$ cat src/logic/lbist_pkg.sv
`default_nettype none

package lbist_pkg;

    // ====================
    // Widths
    // ====================

    // Pattern count width
    localparam int COUNT_BITS = 16;

    // ====================
    // Controller states
    // ====================

    typedef enum logic [2:0] {
        IDLE   = 3'd0,
        CLEAR  = 3'd1,
        SEED   = 3'd2,
        RUN    = 3'd3,
        DRAIN1 = 3'd4,
        DRAIN2 = 3'd5,
        DONE   = 3'd6
    } ctrl_state_t;

    // ====================
    // Feedback taps
    // ====================

    // Tap positions per supported width, zero for anything else
    function automatic logic [31:0] tap_mask(input int width);
        logic [31:0] mask;
        mask = '0;
        case (width)
            8:  mask = (32'd1 << 3) | (32'd1 << 4) | (32'd1 << 5) | (32'd1 << 7);
            16: mask = (32'd1 << 10) | (32'd1 << 12) | (32'd1 << 13) | (32'd1 << 15);
            32: mask = (32'd1 << 24) | (32'd1 << 26) | (32'd1 << 29) | (32'd1 << 31);
            default: mask = '0;
        endcase
        return mask;
    endfunction

    // Four taps use inverted parity, two taps plain parity
    function automatic bit tap_is_xnor(input int width);
        logic [31:0] mask;
        int          taps;
        mask = tap_mask(width);
        taps = 0;
        for (int i = 0; i < 32; i++) begin
            if (mask[i]) begin
                taps++;
            end
        end
        return (taps == 4);
    endfunction

endpackage

`default_nettype wire

$ cat src/logic/lfsr_pattern_gen.sv
`default_nettype none

module lfsr_pattern_gen #(
    parameter int WIDTH = 16
) (
    input  logic             clk,
    input  logic             reset,
    input  logic             clear,

    // Seed request from the controller
    input  logic             req_val,
    input  logic [WIDTH-1:0] req_msg,
    output logic             req_rdy,

    // Pattern stream towards the CUT
    input  logic             resp_rdy,
    output logic             resp_val,
    output logic [WIDTH-1:0] resp_msg
);

    localparam logic [31:0]      TAP_FULL = lbist_pkg::tap_mask(WIDTH);
    localparam logic [WIDTH-1:0] TAPS     = TAP_FULL[WIDTH-1:0];
    localparam bit               USE_XNOR = lbist_pkg::tap_is_xnor(WIDTH);

    // Two-state control
    localparam logic ST_IDLE = 1'b0;
    localparam logic ST_GEN  = 1'b1;

    if (TAP_FULL == '0) begin : g_bad_width
        $fatal(1, "lfsr_pattern_gen: unsupported WIDTH %0d", WIDTH);
    end

    logic             state_q;
    logic [WIDTH-1:0] lfsr_q;
    logic             parity;
    logic             feedback;
    logic             seed_fire;
    logic             shift_fire;

    // ====================
    // Feedback
    // ====================

    assign parity   = ^(lfsr_q & TAPS);
    assign feedback = USE_XNOR ? ~parity : parity;

    // ====================
    // Handshakes
    // ====================

    assign req_rdy  = (state_q == ST_IDLE);
    assign resp_val = (state_q == ST_GEN);
    assign resp_msg = lfsr_q;

    assign seed_fire  = req_val && req_rdy;
    assign shift_fire = resp_val && resp_rdy;

    // Clear drops back to idle and waits for a fresh seed
    always_ff @(posedge clk) begin
        if (reset || clear) begin
            state_q <= ST_IDLE;
        end else if (seed_fire) begin
            state_q <= ST_GEN;
        end
    end

    // Shift register, first pattern out is the seed itself
    always_ff @(posedge clk) begin
        if (seed_fire) begin
            lfsr_q <= req_msg;
        end else if (shift_fire) begin
            lfsr_q <= {lfsr_q[WIDTH-2:0], feedback};
        end
    end

endmodule

`default_nettype wire

$ cat src/logic/cut_datapath.sv
`default_nettype none

module cut_datapath #(
    parameter int WIDTH = 16
) (
    input  logic             clk,
    input  logic             reset,
    input  logic             run,
    input  logic             fault_inject,

    // Pattern input
    input  logic             in_val,
    input  logic [WIDTH-1:0] in_data,
    output logic             in_rdy,

    // Registered response
    output logic             resp_val,
    output logic [WIDTH-1:0] resp_data
);

    localparam int HALF = WIDTH / 2;

    logic             accept;
    logic [HALF-1:0]  hi;
    logic [HALF-1:0]  lo;
    logic [HALF-1:0]  sum_half;
    logic [HALF-1:0]  mix_half;
    logic [WIDTH-1:0] result;

    // Only stall source is run low
    assign in_rdy = run;
    assign accept = in_val && in_rdy;

    assign hi = in_data[WIDTH-1:HALF];
    assign lo = in_data[HALF-1:0];

    // Sum wraps at half width
    assign sum_half = hi + lo;
    assign mix_half = hi ^ {lo[HALF-2:0], lo[HALF-1]};

    always_comb begin
        result = {sum_half, mix_half};
        // Stuck-at-one defect on the LSB
        if (fault_inject) begin
            result[0] = 1'b1;
        end
    end

    always_ff @(posedge clk) begin
        if (reset) begin
            resp_val <= 1'b0;
        end else begin
            resp_val <= accept;
        end
    end

    always_ff @(posedge clk) begin
        if (accept) begin
            resp_data <= result;
        end
    end

endmodule

`default_nettype wire

$ cat src/logic/misr_compactor.sv
`default_nettype none

module misr_compactor #(
    parameter int WIDTH = 16
) (
    input  logic             clk,
    input  logic             reset,
    input  logic             clear,
    input  logic             in_val,
    input  logic [WIDTH-1:0] in_data,
    output logic [WIDTH-1:0] signature
);

    // Same polynomial as the pattern generator
    localparam logic [31:0]      TAP_FULL = lbist_pkg::tap_mask(WIDTH);
    localparam logic [WIDTH-1:0] TAPS     = TAP_FULL[WIDTH-1:0];
    localparam bit               USE_XNOR = lbist_pkg::tap_is_xnor(WIDTH);

    if (TAP_FULL == '0) begin : g_bad_width
        $fatal(1, "misr_compactor: unsupported WIDTH %0d", WIDTH);
    end

    logic             parity;
    logic             feedback;
    logic [WIDTH-1:0] next_sig;

    assign parity   = ^(signature & TAPS);
    assign feedback = USE_XNOR ? ~parity : parity;

    // Shift with feedback, then fold in the response word
    assign next_sig = {signature[WIDTH-2:0], feedback} ^ in_data;

    always_ff @(posedge clk) begin
        if (reset || clear) begin
            signature <= '0;
        end else if (in_val) begin
            signature <= next_sig;
        end
    end

endmodule

`default_nettype wire

$ cat src/logic/lbist_controller.sv
`default_nettype none

module lbist_controller #(
    parameter int WIDTH = 16
) (
    input  logic                             clk,
    input  logic                             reset,

    // Test request
    input  logic                             start,
    input  logic [WIDTH-1:0]                 seed,
    input  logic [lbist_pkg::COUNT_BITS-1:0] pattern_count,
    input  logic [WIDTH-1:0]                 golden,
    input  logic [WIDTH-1:0]                 signature,

    // Status
    output logic                             busy,
    output logic                             done,
    output logic                             pass,

    // Engine control
    output logic                             clear,
    output logic                             seed_val,
    output logic [WIDTH-1:0]                 seed_msg,
    input  logic                             seed_rdy,
    output logic                             run
);

    lbist_pkg::ctrl_state_t state_q;
    lbist_pkg::ctrl_state_t next_state;

    logic [lbist_pkg::COUNT_BITS-1:0] count_q;
    logic [WIDTH-1:0]                 seed_q;
    logic [WIDTH-1:0]                 golden_q;
    logic                             pass_q;
    logic                             start_fire;
    logic                             seed_fire;
    logic                             last_pattern;

    // ====================
    // Decodes
    // ====================

    assign start_fire   = start && (state_q == lbist_pkg::IDLE);
    assign seed_fire    = seed_val && seed_rdy;
    assign last_pattern = (count_q == 1);

    assign busy     = (state_q != lbist_pkg::IDLE);
    assign done     = (state_q == lbist_pkg::DONE);
    assign clear    = (state_q == lbist_pkg::CLEAR);
    assign seed_val = (state_q == lbist_pkg::SEED);
    assign run      = (state_q == lbist_pkg::RUN);
    assign seed_msg = seed_q;
    assign pass     = pass_q;

    // ====================
    // Next state
    // ====================

    always_comb begin
        next_state = state_q;
        case (state_q)
            lbist_pkg::IDLE: begin
                if (start_fire) begin
                    next_state = lbist_pkg::CLEAR;
                end
            end
            lbist_pkg::CLEAR: begin
                next_state = lbist_pkg::SEED;
            end
            lbist_pkg::SEED: begin
                // Zero patterns goes straight to the drain
                if (seed_fire) begin
                    next_state = (count_q == '0) ? lbist_pkg::DRAIN1 : lbist_pkg::RUN;
                end
            end
            lbist_pkg::RUN: begin
                if (last_pattern) begin
                    next_state = lbist_pkg::DRAIN1;
                end
            end
            // CUT output then MISR update still in flight
            lbist_pkg::DRAIN1: next_state = lbist_pkg::DRAIN2;
            lbist_pkg::DRAIN2: next_state = lbist_pkg::DONE;
            lbist_pkg::DONE:   next_state = lbist_pkg::IDLE;
            default:           next_state = lbist_pkg::IDLE;
        endcase
    end

    // ====================
    // Registers
    // ====================

    always_ff @(posedge clk) begin
        if (reset) begin
            state_q <= lbist_pkg::IDLE;
            count_q <= '0;
            pass_q  <= 1'b0;
        end else begin
            state_q <= next_state;
            if (start_fire) begin
                count_q <= pattern_count;
                pass_q  <= 1'b0;
            end else if (state_q == lbist_pkg::RUN) begin
                count_q <= count_q - 1'b1;
            end
            // Signature is final during the second drain cycle
            if (state_q == lbist_pkg::DRAIN2) begin
                pass_q <= (signature == golden_q);
            end
        end
    end

    // Request parameters held for the whole run
    always_ff @(posedge clk) begin
        if (start_fire) begin
            seed_q   <= seed;
            golden_q <= golden;
        end
    end

endmodule

`default_nettype wire

$ cat src/logic/lbist_top.sv
`default_nettype none

module lbist_top #(
    parameter int WIDTH = 16
) (
    input  logic                             clk,
    input  logic                             reset,
    input  logic                             start,
    input  logic [WIDTH-1:0]                 seed,
    input  logic [lbist_pkg::COUNT_BITS-1:0] pattern_count,
    input  logic [WIDTH-1:0]                 golden,
    input  logic                             fault_inject,
    output logic                             busy,
    output logic                             done,
    output logic                             pass,
    output logic [WIDTH-1:0]                 signature
);

    // Controller broadcasts
    logic             clear;
    logic             run;

    // Seed request
    logic             seed_val;
    logic [WIDTH-1:0] seed_msg;
    logic             seed_rdy;

    // Pattern stream
    logic             pat_val;
    logic [WIDTH-1:0] pat_msg;
    logic             pat_rdy;

    // CUT response
    logic             resp_val;
    logic [WIDTH-1:0] resp_data;

    lbist_controller #(
        .WIDTH(WIDTH)
    ) u_controller (
        .clk          (clk),
        .reset        (reset),
        .start        (start),
        .seed         (seed),
        .pattern_count(pattern_count),
        .golden       (golden),
        .signature    (signature),
        .busy         (busy),
        .done         (done),
        .pass         (pass),
        .clear        (clear),
        .seed_val     (seed_val),
        .seed_msg     (seed_msg),
        .seed_rdy     (seed_rdy),
        .run          (run)
    );

    lfsr_pattern_gen #(
        .WIDTH(WIDTH)
    ) u_lfsr (
        .clk     (clk),
        .reset   (reset),
        .clear   (clear),
        .req_val (seed_val),
        .req_msg (seed_msg),
        .req_rdy (seed_rdy),
        .resp_rdy(pat_rdy),
        .resp_val(pat_val),
        .resp_msg(pat_msg)
    );

    cut_datapath #(
        .WIDTH(WIDTH)
    ) u_cut (
        .clk         (clk),
        .reset       (reset),
        .run         (run),
        .fault_inject(fault_inject),
        .in_val      (pat_val),
        .in_data     (pat_msg),
        .in_rdy      (pat_rdy),
        .resp_val    (resp_val),
        .resp_data   (resp_data)
    );

    misr_compactor #(
        .WIDTH(WIDTH)
    ) u_misr (
        .clk      (clk),
        .reset    (reset),
        .clear    (clear),
        .in_val   (resp_val),
        .in_data  (resp_data),
        .signature(signature)
    );

endmodule

`default_nettype wire

$ cat config.mk
export PLATFORM = sky130hd
export DESIGN_NAME = lbist_top
export DESIGN_NICKNAME = d
export VERILOG_FILES = /design/src/logic/lbist_pkg.sv /design/src/logic/lfsr_pattern_gen.sv /design/src/logic/cut_datapath.sv /design/src/logic/misr_compactor.sv /design/src/logic/lbist_controller.sv /design/src/logic/lbist_top.sv
export SDC_FILE = /design/constraint.sdc
export NUM_CORES = 1
export LEC_CHECK = 0
export BUFFER_PORTS_ARGS = -buffer_cell sky130_fd_sc_hd__buf_4
export CAP_MARGIN = 15
export CORE_AREA = 3 3 143 145
export CTS_CLUSTER_DIAMETER = 120
export DETAILED_ROUTE_END_ITERATION = 8
export DIE_AREA = 0 0 146 148
export SYNTH_ARGS = -nofsm -noshare
export SYNTH_HDL_FRONTEND = slang
export SYNTH_HIERARCHICAL = 1
export SYNTH_SLANG_ARGS = --single-unit
$ cat constraint.sdc
create_clock -name clk -period 7 [get_ports clk]
set_clock_uncertainty 0.05 [all_clocks]
set_input_delay 0.35 -clock clk [delete_from_list [all_inputs] [get_ports clk]]
set_output_delay 0.35 -clock clk [all_outputs]
set_load 0.02 [all_outputs]
==> results of run 1 <==
[metal layers]
metal | vias to the layer above | track usage | wire, um
met5 | - | 0 | 0
met4 | 0 | 0.04516 | 218
met3 | 17 | 0.03495 | 559
met2 | 75 | 0.1531 | 4892
met1 | 1479 | 0.1249 | 4766
li1 | 1567 | - | -
[worst max-delay path: stages, from the launching register on]
cell and delay, ns:
sky130_fd_sc_hd__dfxtp_1 0.40, sky130_fd_sc_hd__nor2_1 0.24, sky130_fd_sc_hd__nand3_1 0.68, sky130_fd_sc_hd__inv_2 0.98, sky130_fd_sc_hd__nor2_1 0.18, sky130_fd_sc_hd__a221oi_1 0.38, sky130_fd_sc_hd__nor2_1 0.07
[cells in the final DEF (no fill, tap or decap), types with 2 or more instances in the layout]
cell type | netlist | routed
sky130_fd_sc_hd__or4_1 | 3 | 3
sky130_fd_sc_hd__nand2_1 | 8 | 8
sky130_fd_sc_hd__ha_1 | 10 | 10
sky130_fd_sc_hd__and2_1 | 2 | 2
sky130_fd_sc_hd__nand2b_1 | 2 | 2
sky130_fd_sc_hd__a221oi_1 | 3 | 3
sky130_fd_sc_hd__o211ai_1 | 5 | 5
sky130_fd_sc_hd__a311oi_1 | 2 | 2
sky130_fd_sc_hd__o31ai_1 | 2 | 2
sky130_fd_sc_hd__nor2_1 | 43 | 43
sky130_fd_sc_hd__mux2_2 | 8 | 8
sky130_fd_sc_hd__a31o_2 | 2 | 2
sky130_fd_sc_hd__clkbuf_16 | 0 | 10
sky130_fd_sc_hd__a21oi_1 | 6 | 6
sky130_fd_sc_hd__nand3_1 | 10 | 10
sky130_fd_sc_hd__o21ai_0 | 6 | 6
sky130_fd_sc_hd__edfxtp_1 | 64 | 64
sky130_fd_sc_hd__inv_1 | 12 | 12
sky130_fd_sc_hd__a211oi_1 | 26 | 26
sky130_fd_sc_hd__nor3b_1 | 4 | 4
sky130_fd_sc_hd__nor4_4 | 2 | 2
sky130_fd_sc_hd__nand4_1 | 5 | 5
sky130_fd_sc_hd__nor4_1 | 6 | 6
sky130_fd_sc_hd__xnor2_1 | 26 | 26
sky130_fd_sc_hd__mux2_4 | 7 | 7
sky130_fd_sc_hd__clkinv_4 | 0 | 2
sky130_fd_sc_hd__nand3b_1 | 2 | 2
sky130_fd_sc_hd__o31a_1 | 2 | 2
sky130_fd_sc_hd__nand4b_1 | 2 | 2
sky130_fd_sc_hd__xor2_1 | 31 | 31
sky130_fd_sc_hd__dfxtp_1 | 38 | 38
sky130_fd_sc_hd__buf_4 | 1 | 70
sky130_fd_sc_hd__nor2b_1 | 3 | 3
sky130_fd_sc_hd__nor3_1 | 9 | 9
sky130_fd_sc_hd__and3_1 | 2 | 2
[flip-flops by register name (all words and copies together), names as in the netlist]
register	flops
u_controller/seed_msg	16
u_controller/pass	1
u_lfsr/resp_msg	16
u_controller/state_q	3
u_lfsr/resp_val	1
u_misr/signature	16
u_controller/golden_q	16
u_cut/resp_val	1
u_cut/resp_data	16
u_controller/count_q	16
[cell type report]
cell class,count,area (um^2)
Clock buffer,10,250.2
Clock inverter,6,61.31
Fill cell,1959,13490
Inverter,13,48.80
Multi-Input combinational cell,259,1949
Sequential cell,102,2683
Tap cell,265,331.6
Timing Repair Buffer,70,525.5
[power by group]
group	internal, mW	total, mW	switching [mW]	leakage [nW]
Sequential	0.721	0.773	0.0517	0.904
Clock	0.271	0.503	0.233	0.149
Combinational	0.140	0.310	0.171	1.04
Total	1.13	1.59	0.455	2.09
[worst min-delay path by stage]
stage,startpoint,endpoint,depth (start not counted),slack (ns)
final,golden[7],u_controller/golden_q[7],1,0.12
after global routing,golden[7],u_controller/golden_q[7],1,0.1
after CTS,golden[7],u_controller/golden_q[7],1,0.11
after detailed placement,u_controller/count_q[15],u_controller/count_q[15],2,0.46
after global placement,u_controller/count_q[15],u_controller/count_q[15],2,0.45
after floorplan,reset,u_cut/resp_val,1,0.37
[cell families (layout without fill, tap and decap cells)]
group | count (synthesis) | after routing | share of synthesized area
muxes | 15 | 15 | 0.04087
adders and majority gates | 11 | 11 | 0.03039
buffers and inverters | 29 | 99 | 0.03013
xor gates and xnor gates | 58 | 58 | 0.1092
AOI/OAI and AO/OA | 64 | 64 | 0.09878
and+or+nand+nor | 111 | 111 | 0.1289
DFF | 102 | 102 | 0.5617
==> metrics.txt, run 1 <==
# TYPE chip_impl_metric gauge
chip_impl_metric{name="grt_max_degree",unit=""} 44
chip_impl_info{name="r2r-end",value="u_controller/count_q[0]"} 1
chip_impl_metric{name="timing.final.hold_violations",unit=""} 0
chip_impl_metric{name="gp_routability_congestion",unit=""} 0.8117
chip_impl_info{name="yosys_most_used_dff",value="sky130_fd_sc_hd__edfxtp_1"} 1
chip_impl_metric{name="design.die.area",unit="um^2"} 21610
chip_impl_info{name="synth_most_common_cell",value="sky130_fd_sc_hd__edfxtp_1"} 1
chip_impl_metric{name="die_width",unit="um"} 146
chip_impl_metric{name="post_cts_resize_count",unit=""} 0
chip_impl_metric{name="antenna_found_initial",unit=""} 0
chip_impl_metric{name="tritoncts.num_buffers",unit=""} 9
chip_impl_metric{name="crit_arrival",unit="ns"} 3.29
chip_impl_metric{name="dp_hpwl",unit="um"} 7742
chip_impl_metric{name="r2r_cells",unit=""} 6
chip_impl_metric{name="post_cts_hold_buffer_count",unit=""} 0
chip_impl_info{name="post-synth-top-area-cell",value="sky130_fd_sc_hd__edfxtp_1"} 1
chip_impl_metric{name="seq_area_frac_synth",unit=""} 0.5617
chip_impl_info{name="tritoncts",value="built"} 1
chip_impl_metric{name="drt_pass1_iterations",unit=""} 4
chip_impl_metric{name="first_global_vias",unit=""} 3206
chip_impl_metric{name="floorplan.io_pins",unit=""} 71
chip_impl_metric{name="site_row_count",unit=""} 51
chip_impl_info{name="synth_area_leaders",value="sky130_fd_sc_hd__edfxtp_1 40%, sky130_fd_sc_hd__dfxtp_1 16%, sky130_fd_sc_hd__xor2_1 5.7%"} 1
chip_impl_metric{name="detail_route.drc_violations",unit=""} 0
chip_impl_metric{name="synth_area",unit="um^2"} 4776
chip_impl_metric{name="layout.nets",unit=""} 518
chip_impl_metric{name="timing.fmax",unit="MHz"} 322.0
chip_impl_metric{name="number_of_synthesized_flops_with_an_enable_pin",unit=""} 64
chip_impl_metric{name="antenna_fix_cells",unit=""} 0
chip_impl_metric{name="leakagePower",unit="nW"} 2.093
chip_impl_info{name="run_status",value="finished, final reports clean"} 1
chip_impl_metric{name="hold_ws",unit="ns"} 0.1228
chip_impl_metric{name="timing_max_transition_violations_final",unit=""} 0
chip_impl_metric{name="syn2layout_area_growth",unit="%"} 22.48
chip_impl_metric{name="tritoncts_num_sinks",unit=""} 102
chip_impl_metric{name="ys_warn_count",unit=""} 6
chip_impl_info{name="clock_tree_root_buffer_cell",value="sky130_fd_sc_hd__clkbuf_16"} 1
chip_impl_metric{name="cp_max_fo",unit=""} 43
chip_impl_metric{name="period_needed",unit="ns"} 3.106
chip_impl_metric{name="post_route_setup_tns",unit="ns"} 0
chip_impl_metric{name="grt_pass1_wl",unit="um"} 17040
chip_impl_metric{name="clock_insertion_delay_worst_skew",unit="ns"} 0.35
chip_impl_metric{name="post_route_cells_drive_above_1_share",unit=""} 0.2457
chip_impl_metric{name="syn_nets",unit=""} 453
chip_impl_metric{name="cellPowerDensity",unit="nW/um^2"} 271.2
chip_impl_metric{name="drt_iter0_markers",unit=""} 258
chip_impl_info{name="min-delay-path-class",value="in -> reg"} 1
chip_impl_metric{name="via_count",unit=""} 3138
chip_impl_metric{name="place.detailed.instances",unit=""} 709
chip_impl_info{name="worst_setup_end_kind",value="flip-flop"} 1
chip_impl_metric{name="post-synth-top-area-fraction",unit=""} 0.4024
chip_impl_metric{name="dp_worst_setup_slack",unit="ns"} 3.968
chip_impl_metric{name="post_drt_wl_per_cell",unit="um"} 14.39
chip_impl_metric{name="clkSlewWorstSetupHoldPaths",unit="ns"} 0.08
chip_impl_metric{name="port_buffers",unit=""} 70
chip_impl_metric{name="final_cells",unit=""} 725
chip_impl_metric{name="chipHeight",unit="um"} 148
chip_impl_metric{name="synth_cell_type_count",unit=""} 59
chip_impl_metric{name="place_area",unit="um^2"} 5538
chip_impl_metric{name="maxCapViolCount",unit=""} 0
chip_impl_metric{name="final_setup_fails",unit=""} 0
chip_impl_metric{name="global_route.overflow_total",unit=""} 0
chip_impl_info{name="unrepaired_setup_endpoints_after_global_routing",value="false"} 1
chip_impl_metric{name="critical_path_required",unit="ns"} 7.18
chip_impl_metric{name="vdd_ir_drop_max",unit="V"} 0.0001007
chip_impl_info{name="reg2reg_from",value="u_controller/state_q[2]"} 1
chip_impl_metric{name="ys_ff_latch",unit=""} 102
chip_impl_metric{name="ant_nets",unit=""} 0
chip_impl_info{name="path_class",value="reg -> reg"} 1
chip_impl_metric{name="min_period_over_period",unit=""} 0.4437
chip_impl_info{name="synth.top_cells.by_count",value="64 x sky130_fd_sc_hd__edfxtp_1, 43 x sky130_fd_sc_hd__nor2_1, 38 x sky130_fd_sc_hd__dfxtp_1, 31 x sky130_fd_sc_hd__xor2_1"} 1
chip_impl_metric{name="maximum_count_of_clock_buffers_along_a_single_path",unit=""} 2
chip_impl_metric{name="clock_tree.htree_level_count",unit=""} 3
chip_impl_metric{name="max_slew_margin",unit=""} 0.3369
chip_impl_metric{name="p_total",unit="mW"} 1.586
chip_impl_metric{name="post_synthesis_async_set_or_reset_flop_share",unit=""} 0
chip_impl_metric{name="start_util",unit=""} 0.2470
chip_impl_metric{name="tightest_slew",unit="ns"} 0.9933
chip_impl_metric{name="final_cell_area",unit="um^2"} 5849
chip_impl_metric{name="worst-r2r-setup-slack",unit="ns"} 3.89
chip_impl_info{name="worst_setup_sp",value="u_controller/state_q[2]"} 1
chip_impl_metric{name="grtUsageTotal",unit=""} 0.09902
chip_impl_info{name="cp-endpoint",value="u_controller/count_q[0]"} 1
chip_impl_metric{name="postLayoutCoreUtil",unit=""} 0.3025
chip_impl_info{name="element_type_at_the_critical_path_start",value="flip-flop"} 1
chip_impl_metric{name="post_synth.cell_area_avg",unit="um^2"} 12.25
chip_impl_metric{name="timing.final.ws_setup",unit="ns"} 3.894
chip_impl_metric{name="wirelength",unit="um"} 10440
chip_impl_metric{name="synthesis.instances",unit=""} 390
chip_impl_metric{name="post-cts-setup-buffer-count",unit=""} 0
chip_impl_metric{name="drt-vias-per-instance",unit=""} 4.328
chip_impl_metric{name="fp.coreArea",unit="um^2"} 19330
(Power assumes the default switching activity.)
==> inputs of run 2 (changes only) <==
Clock period 7 ns to 3.05 ns, I/O delays scaled along.
==> metrics.txt, run 2 (same netlist as run 1, synthesis figures left out) <==
# TYPE chip_impl_metric gauge
chip_impl_info{name="run_status",value="finished, final reports clean"} 1
chip_impl_metric{name="post_route_setup_tns",unit="ns"} 0
chip_impl_info{name="tritoncts",value="built"} 1
chip_impl_metric{name="drt_pass1_iterations",unit=""} 5
chip_impl_metric{name="cellPowerDensity",unit="nW/um^2"} 590.5
chip_impl_metric{name="grtUsageTotal",unit=""} 0.09608
chip_impl_metric{name="die_width",unit="um"} 146
chip_impl_metric{name="tritoncts_num_sinks",unit=""} 102
chip_impl_metric{name="combinationalPowerShare",unit=""} 0.206
chip_impl_metric{name="floorplan.io_pins",unit=""} 71
chip_impl_metric{name="drt-vias-per-instance",unit=""} 4.271
chip_impl_info{name="worst_setup_sp",value="u_controller/state_q[1]"} 1
chip_impl_metric{name="antenna_fix_cells",unit=""} 0
chip_impl_metric{name="timing.fmax",unit="MHz"} 443.0
chip_impl_metric{name="final_setup_fails",unit=""} 0
chip_impl_metric{name="postLayoutCoreUtil",unit=""} 0.3196
chip_impl_metric{name="clkSlewWorstSetupHoldPaths",unit="ns"} 0.07
chip_impl_metric{name="grt_max_degree",unit=""} 33
chip_impl_metric{name="maximum_count_of_clock_buffers_along_a_single_path",unit=""} 2
chip_impl_info{name="clock_tree_root_buffer_cell",value="sky130_fd_sc_hd__clkbuf_16"} 1
chip_impl_metric{name="dp_hpwl",unit="um"} 7766
chip_impl_info{name="path_class",value="reg -> reg"} 1
chip_impl_metric{name="timing_max_transition_violations_final",unit=""} 0
chip_impl_info{name="unrepaired_setup_endpoints_after_global_routing",value="false"} 1
chip_impl_metric{name="switching_power",unit="mW"} 1.025
chip_impl_metric{name="timing.final.hold_violations",unit=""} 0
chip_impl_info{name="min-delay-path-class",value="in -> reg"} 1
chip_impl_metric{name="post-cts-setup-buffer-count",unit=""} 0
chip_impl_metric{name="period_needed",unit="ns"} 2.257
chip_impl_metric{name="clock_tree.htree_level_count",unit=""} 3
chip_impl_metric{name="drt_iter0_markers",unit=""} 215
chip_impl_metric{name="clock_insertion_delay_worst_skew",unit="ns"} 0.34
chip_impl_metric{name="max_slew_margin",unit=""} 0.3204
chip_impl_metric{name="tritoncts.num_buffers",unit=""} 9
chip_impl_metric{name="hold_ws",unit="ns"} 0.01486
chip_impl_metric{name="tightest_slew",unit="ns"} 1.018
chip_impl_metric{name="wirelength",unit="um"} 10370
chip_impl_metric{name="whs_path_depth",unit=""} 3
chip_impl_metric{name="leakagePower",unit="nW"} 2.237
chip_impl_metric{name="cp_max_fo",unit=""} 25
chip_impl_metric{name="vdd_ir_drop_max",unit="V"} 0.0002401
chip_impl_metric{name="start_util",unit=""} 0.2470
chip_impl_metric{name="maxCapViolCount",unit=""} 0
chip_impl_metric{name="grt_pass1_wl",unit="um"} 16660
chip_impl_info{name="most-common-layout-cells",value="73 x sky130_fd_sc_hd__buf_4, 64 x sky130_fd_sc_hd__edfxtp_1, 43 x sky130_fd_sc_hd__nor2_1, 38 x sky130_fd_sc_hd__dfxtp_1, 32 x sky130_fd_sc_hd__dlygate4sd3_1"} 1
chip_impl_metric{name="syn2layout_area_growth",unit="%"} 29.39
chip_impl_metric{name="design.die.area",unit="um^2"} 21610
chip_impl_metric{name="port_buffers",unit=""} 70
chip_impl_metric{name="site_row_count",unit=""} 51
chip_impl_metric{name="layout.nets",unit=""} 553
chip_impl_info{name="reg2reg_from",value="u_controller/state_q[1]"} 1
chip_impl_info{name="layout.cells.most_common",value="sky130_fd_sc_hd__buf_4"} 1
chip_impl_metric{name="post_route_cells_drive_above_1_share",unit=""} 0.2323
chip_impl_metric{name="gp_routability_congestion",unit=""} 0.8312
chip_impl_info{name="worst_setup_end_kind",value="flip-flop"} 1
chip_impl_metric{name="critical_path_required",unit="ns"} 3.28
chip_impl_metric{name="fraction_of_power_spent_switching_nets",unit=""} 0.2809
chip_impl_metric{name="power.internal",unit="mW"} 2.624
chip_impl_metric{name="chipHeight",unit="um"} 148
chip_impl_metric{name="share_clk_of_total_power",unit=""} 0.308
chip_impl_metric{name="post_cts_resize_count",unit=""} 0
chip_impl_metric{name="fp.coreArea",unit="um^2"} 19330
chip_impl_info{name="worst_hold_startpoint",value="pattern_count[13]"} 1
chip_impl_metric{name="antenna_found_initial",unit=""} 0
chip_impl_metric{name="post_drt_wl_per_cell",unit="um"} 13.65
chip_impl_metric{name="post_cts_hold_buffer_count",unit=""} 32
chip_impl_metric{name="ant_nets",unit=""} 0
chip_impl_metric{name="seqPwrFrac",unit=""} 0.486
chip_impl_metric{name="detail_route.drc_violations",unit=""} 0
chip_impl_metric{name="r2r_cells",unit=""} 7
chip_impl_metric{name="first_global_vias",unit=""} 3294
chip_impl_metric{name="min_period_over_period",unit=""} 0.7402
chip_impl_metric{name="crit_arrival",unit="ns"} 2.49
chip_impl_metric{name="via_count",unit=""} 3246
chip_impl_info{name="element_type_at_the_critical_path_start",value="flip-flop"} 1
chip_impl_metric{name="global_route.overflow_total",unit=""} 0
run 2: changes by cell type in the layout (fill, tap and decap cells not counted), sizes merged:
| cell | before | now |
|---|---|---|
| dlygate4sd3 | 0 | 32 |
| clkinv | 3 | 1 |
| clkbuf | 10 | 11 |
| buf | 70 | 73 |
| inv | 15 | 16 |
run 2: layout make-up:
cell class                 instances  area [um^2]
clock buffer                      11        254.0
clock inverter                     5        45.04
fill                            1918        13160
inverter                          13        48.80
multi-input combinational        259         1949
sequential                       102         2683
tap                              265        331.6
timing repair buffer             105        868.3
run 2: final timing paths:
check | end | slack, ns
worst max-delay path | u_controller/count_q[14] | 0.79
worst min-delay path | u_controller/count_q[13] | 0.01
worst max register to register | u_controller/count_q[14] | 0.79
worst min register to register | u_controller/count_q[15] | 0.47
run 2: stage by stage:
stage	power (mW)	setup slack, ns	instance area (um^2)	instances
final	3.649	0.7925	6180	760
after global routing	3.837	0.6107	6180	760
after CTS	3.688	0.8017	6180	760
after detailed placement	2.522	0.8270	5560	712
after global placement	2.492	0.9191	5560	712
after floorplan	2.319	0.5142	4776	390
run 2: power groups by stage:
stage	combinational, mW	sequential (mW)	clock (mW)
after floorplan	0.551	1.77	0
after global placement	0.695	1.80	0
after detailed placement	0.720	1.80	0
after CTS	0.758	1.77	1.16
after global routing	0.828	1.79	1.22
final	0.752	1.77	1.12
run 2: worst max-delay path, stage by stage, from the launching register on:
cell                      delay, ns
sky130_fd_sc_hd__dfxtp_1       0.47
sky130_fd_sc_hd__inv_1         0.18
sky130_fd_sc_hd__nand3_1       0.11
sky130_fd_sc_hd__buf_4         0.26
sky130_fd_sc_hd__inv_2         0.26
sky130_fd_sc_hd__or3_1         0.36
sky130_fd_sc_hd__or4_1         0.41
sky130_fd_sc_hd__nand3_1       0.10
run 2: metal layers:
metal  vias to the layer above  global-route usage  part of all wire
li1                       1640                   -                 -
met1                      1514              0.1213              0.47
met2                        79              0.1596              0.47
met3                        13             0.02483             0.044
met4                         0             0.03528             0.017
met5                         -                   0                 0
==> inputs of run 3 (changes only) <==
Clock period 3.05 ns to 1.8 ns, I/O delays scaled along.
==> metrics.txt, run 3 (same netlist as run 1, synthesis figures left out) <==
# TYPE chip_impl_metric gauge
chip_impl_info{name="run_status",value="finished, final reports clean"} 1
chip_impl_info{name="path_class",value="reg -> reg"} 1
chip_impl_metric{name="post_drt_wl_per_cell",unit="um"} 13.83
chip_impl_metric{name="maxCapViolCount",unit=""} 0
chip_impl_metric{name="crit_arrival",unit="ns"} 1.81
chip_impl_metric{name="power.internal",unit="mW"} 4.557
chip_impl_metric{name="cp_max_fo",unit=""} 3
chip_impl_metric{name="filler_cell_count",unit=""} 1918
chip_impl_metric{name="timing.final.hold_violations",unit=""} 0
chip_impl_metric{name="dp_hpwl",unit="um"} 7873
chip_impl_metric{name="p_total",unit="mW"} 6.418
chip_impl_metric{name="share_clk_of_total_power",unit=""} 0.293
chip_impl_info{name="min-delay-path-class",value="in -> reg"} 1
chip_impl_metric{name="via_count",unit=""} 3433
chip_impl_metric{name="tritoncts.num_buffers",unit=""} 9
chip_impl_metric{name="syn2layout_area_growth",unit="%"} 38.35
chip_impl_metric{name="floorplan.io_pins",unit=""} 71
chip_impl_metric{name="period_needed",unit="ns"} 1.780
chip_impl_metric{name="worst-path-buf-inv",unit=""} 1
chip_impl_metric{name="antenna_fix_cells",unit=""} 0
chip_impl_metric{name="global_route.overflow_total",unit=""} 0
chip_impl_metric{name="critical_path_required",unit="ns"} 1.83
chip_impl_metric{name="site_row_count",unit=""} 51
chip_impl_metric{name="fp.coreArea",unit="um^2"} 19330
chip_impl_metric{name="combinationalPowerShare",unit=""} 0.242
chip_impl_info{name="layout.cells.most_common",value="sky130_fd_sc_hd__buf_4"} 1
chip_impl_info{name="element_type_at_the_critical_path_start",value="flip-flop"} 1
chip_impl_metric{name="ant_nets",unit=""} 0
chip_impl_metric{name="min_period_over_period",unit=""} 0.9890
chip_impl_metric{name="design.die.area",unit="um^2"} 21610
chip_impl_metric{name="postLayoutCoreUtil",unit=""} 0.3417
chip_impl_metric{name="timing.final.ws_setup",unit="ns"} 0.01975
chip_impl_metric{name="final_setup_fails",unit=""} 0
chip_impl_metric{name="first_global_vias",unit=""} 3468
chip_impl_metric{name="grt_pass1_wl",unit="um"} 17500
chip_impl_metric{name="clock_insertion_delay_worst_skew",unit="ns"} 0.35
chip_impl_metric{name="port_buffers",unit=""} 70
chip_impl_metric{name="wirelength",unit="um"} 11080
chip_impl_metric{name="drt_pass1_iterations",unit=""} 4
chip_impl_metric{name="tritoncts_num_sinks",unit=""} 102
chip_impl_metric{name="timing.fmax",unit="MHz"} 561.7
chip_impl_info{name="clock_tree_root_buffer_cell",value="sky130_fd_sc_hd__clkbuf_16"} 1
chip_impl_metric{name="fraction_of_power_spent_switching_nets",unit=""} 0.2899
chip_impl_metric{name="drt_iter0_markers",unit=""} 169
chip_impl_metric{name="detail_route.drc_violations",unit=""} 0
chip_impl_metric{name="vdd_ir_drop_max",unit="V"} 0.0004961
chip_impl_metric{name="cellPowerDensity",unit="nW/um^2"} 971.3
chip_impl_metric{name="tightest_slew",unit="ns"} 0.4213
chip_impl_metric{name="post_route_cells_drive_above_1_share",unit=""} 0.2854
chip_impl_metric{name="clock_tree.htree_level_count",unit=""} 3
chip_impl_metric{name="layout.nets",unit=""} 594
chip_impl_metric{name="post_route_setup_tns",unit="ns"} 0
chip_impl_metric{name="start_util",unit=""} 0.2470
chip_impl_metric{name="drt-vias-per-instance",unit=""} 4.286
chip_impl_metric{name="chipHeight",unit="um"} 148
chip_impl_info{name="critical_path.cell_chain",value="ha_2 > inv_2 > fa_2 > nor2b_4 > o31a_1 > o311ai_2"} 1
chip_impl_info{name="most-common-layout-cells",value="97 x sky130_fd_sc_hd__buf_4, 64 x sky130_fd_sc_hd__edfxtp_1, 46 x sky130_fd_sc_hd__dlygate4sd3_1, 43 x sky130_fd_sc_hd__nor2_1, 38 x sky130_fd_sc_hd__dfxtp_1"} 1
chip_impl_metric{name="grt_max_degree",unit=""} 43
chip_impl_metric{name="antenna_found_initial",unit=""} 0
chip_impl_metric{name="switching_power",unit="mW"} 1.861
chip_impl_info{name="unrepaired_setup_endpoints_after_global_routing",value="true"} 1
chip_impl_metric{name="maximum_count_of_clock_buffers_along_a_single_path",unit=""} 2
chip_impl_metric{name="die_width",unit="um"} 146
chip_impl_metric{name="timing_max_transition_violations_final",unit=""} 0
chip_impl_metric{name="gp_routability_congestion",unit=""} 0.7843
chip_impl_metric{name="clkSlewWorstSetupHoldPaths",unit="ns"} 0.07
chip_impl_info{name="tritoncts",value="built"} 1
chip_impl_info{name="timing.critical_path.slowest_stage_cell",value="sky130_fd_sc_hd__fa_2"} 1
chip_impl_info{name="critical-path-top-delay-family",value="adder cells"} 1
chip_impl_info{name="worst_setup_end_kind",value="flip-flop"} 1
chip_impl_metric{name="seqPwrFrac",unit=""} 0.464
chip_impl_metric{name="max_stage_delay",unit="ns"} 0.39
chip_impl_metric{name="leakagePower",unit="nW"} 2.446
chip_impl_metric{name="dp_worst_setup_slack",unit="ns"} -0.03249
chip_impl_metric{name="max_slew_margin",unit=""} 0.7165
chip_impl_metric{name="grtUsageTotal",unit=""} 0.1013
run 3: metal layers:
layer,up-vias,part of all wire,GRT usage
met5,-,0,0
met4,0,0.015,0.04139
met3,13,0.034,0.02115
met2,76,0.49,0.1645
met1,1617,0.46,0.1325
li1,1727,-,-
run 3: worst register-to-register path, stage by stage (launching register included):
cell and delay, ns:
sky130_fd_sc_hd__edfxtp_1 0.36, sky130_fd_sc_hd__ha_2 0.23, sky130_fd_sc_hd__inv_2 0.05, sky130_fd_sc_hd__fa_2 0.39
sky130_fd_sc_hd__nor2b_4 0.14, sky130_fd_sc_hd__o31a_1 0.20, sky130_fd_sc_hd__o311ai_2 0.10
run 3: cell type report:
type / instances / area [um^2] / share of cell area
well taps: 265 / 331.6 / 0.05018
flip-flops and latches: 102 / 2683 / 0.4060
inverters: 13 / 48.80 / 0.007385
multi-input cells: 259 / 1997 / 0.3022
clock inverters: 7 / 68.82 / 0.01041
clock buffers: 9 / 225.2 / 0.03408
repair buffers: 146 / 1254 / 0.1897
run 3: timing repair:
action	CTS	global route
endpoints found under the setup margin	3	24
resized for setup	4	6
gates cloned	0	1
setup buffers	0	1
endpoints found under the hold margin	46	0
hold buffers	46	0
pin swaps	1	4
run 3: worst paths after layout:
path | start | slack (ns) | end | cells past startpoint
min reg2reg | u_controller/pass | 0.47 | u_controller/pass | 2
min | pattern_count[7] | 0.02 | u_controller/count_q[7] | 3
max | u_lfsr/resp_msg[8] | 0.02 | u_cut/resp_data[14] | 6
max reg2reg | u_lfsr/resp_msg[8] | 0.02 | u_cut/resp_data[14] | 6
run 3: through the flow:
step / cell area, um^2 / hold WS [ns] / instances
after floorplan: 4787 / 0.1116 / 390
after global placement: 5781 / 0.2191 / 737
after detailed placement: 5781 / 0.2193 / 737
after CTS: 6550 / 0.0008709 / 799
after global routing: 6608 / 0.03041 / 801
final: 6608 / 0.02445 / 801
run 3: power by group through the flow:
stage	Combinational [mW]	Clock (mW)	Sequential, mW
final	1.55	1.88	2.98
after global routing	1.70	2.04	3.01
after CTS	1.50	1.97	2.98
after detailed placement	1.39	0	3.03
after global placement	1.35	0	3.02
after floorplan	0.941	0	2.99
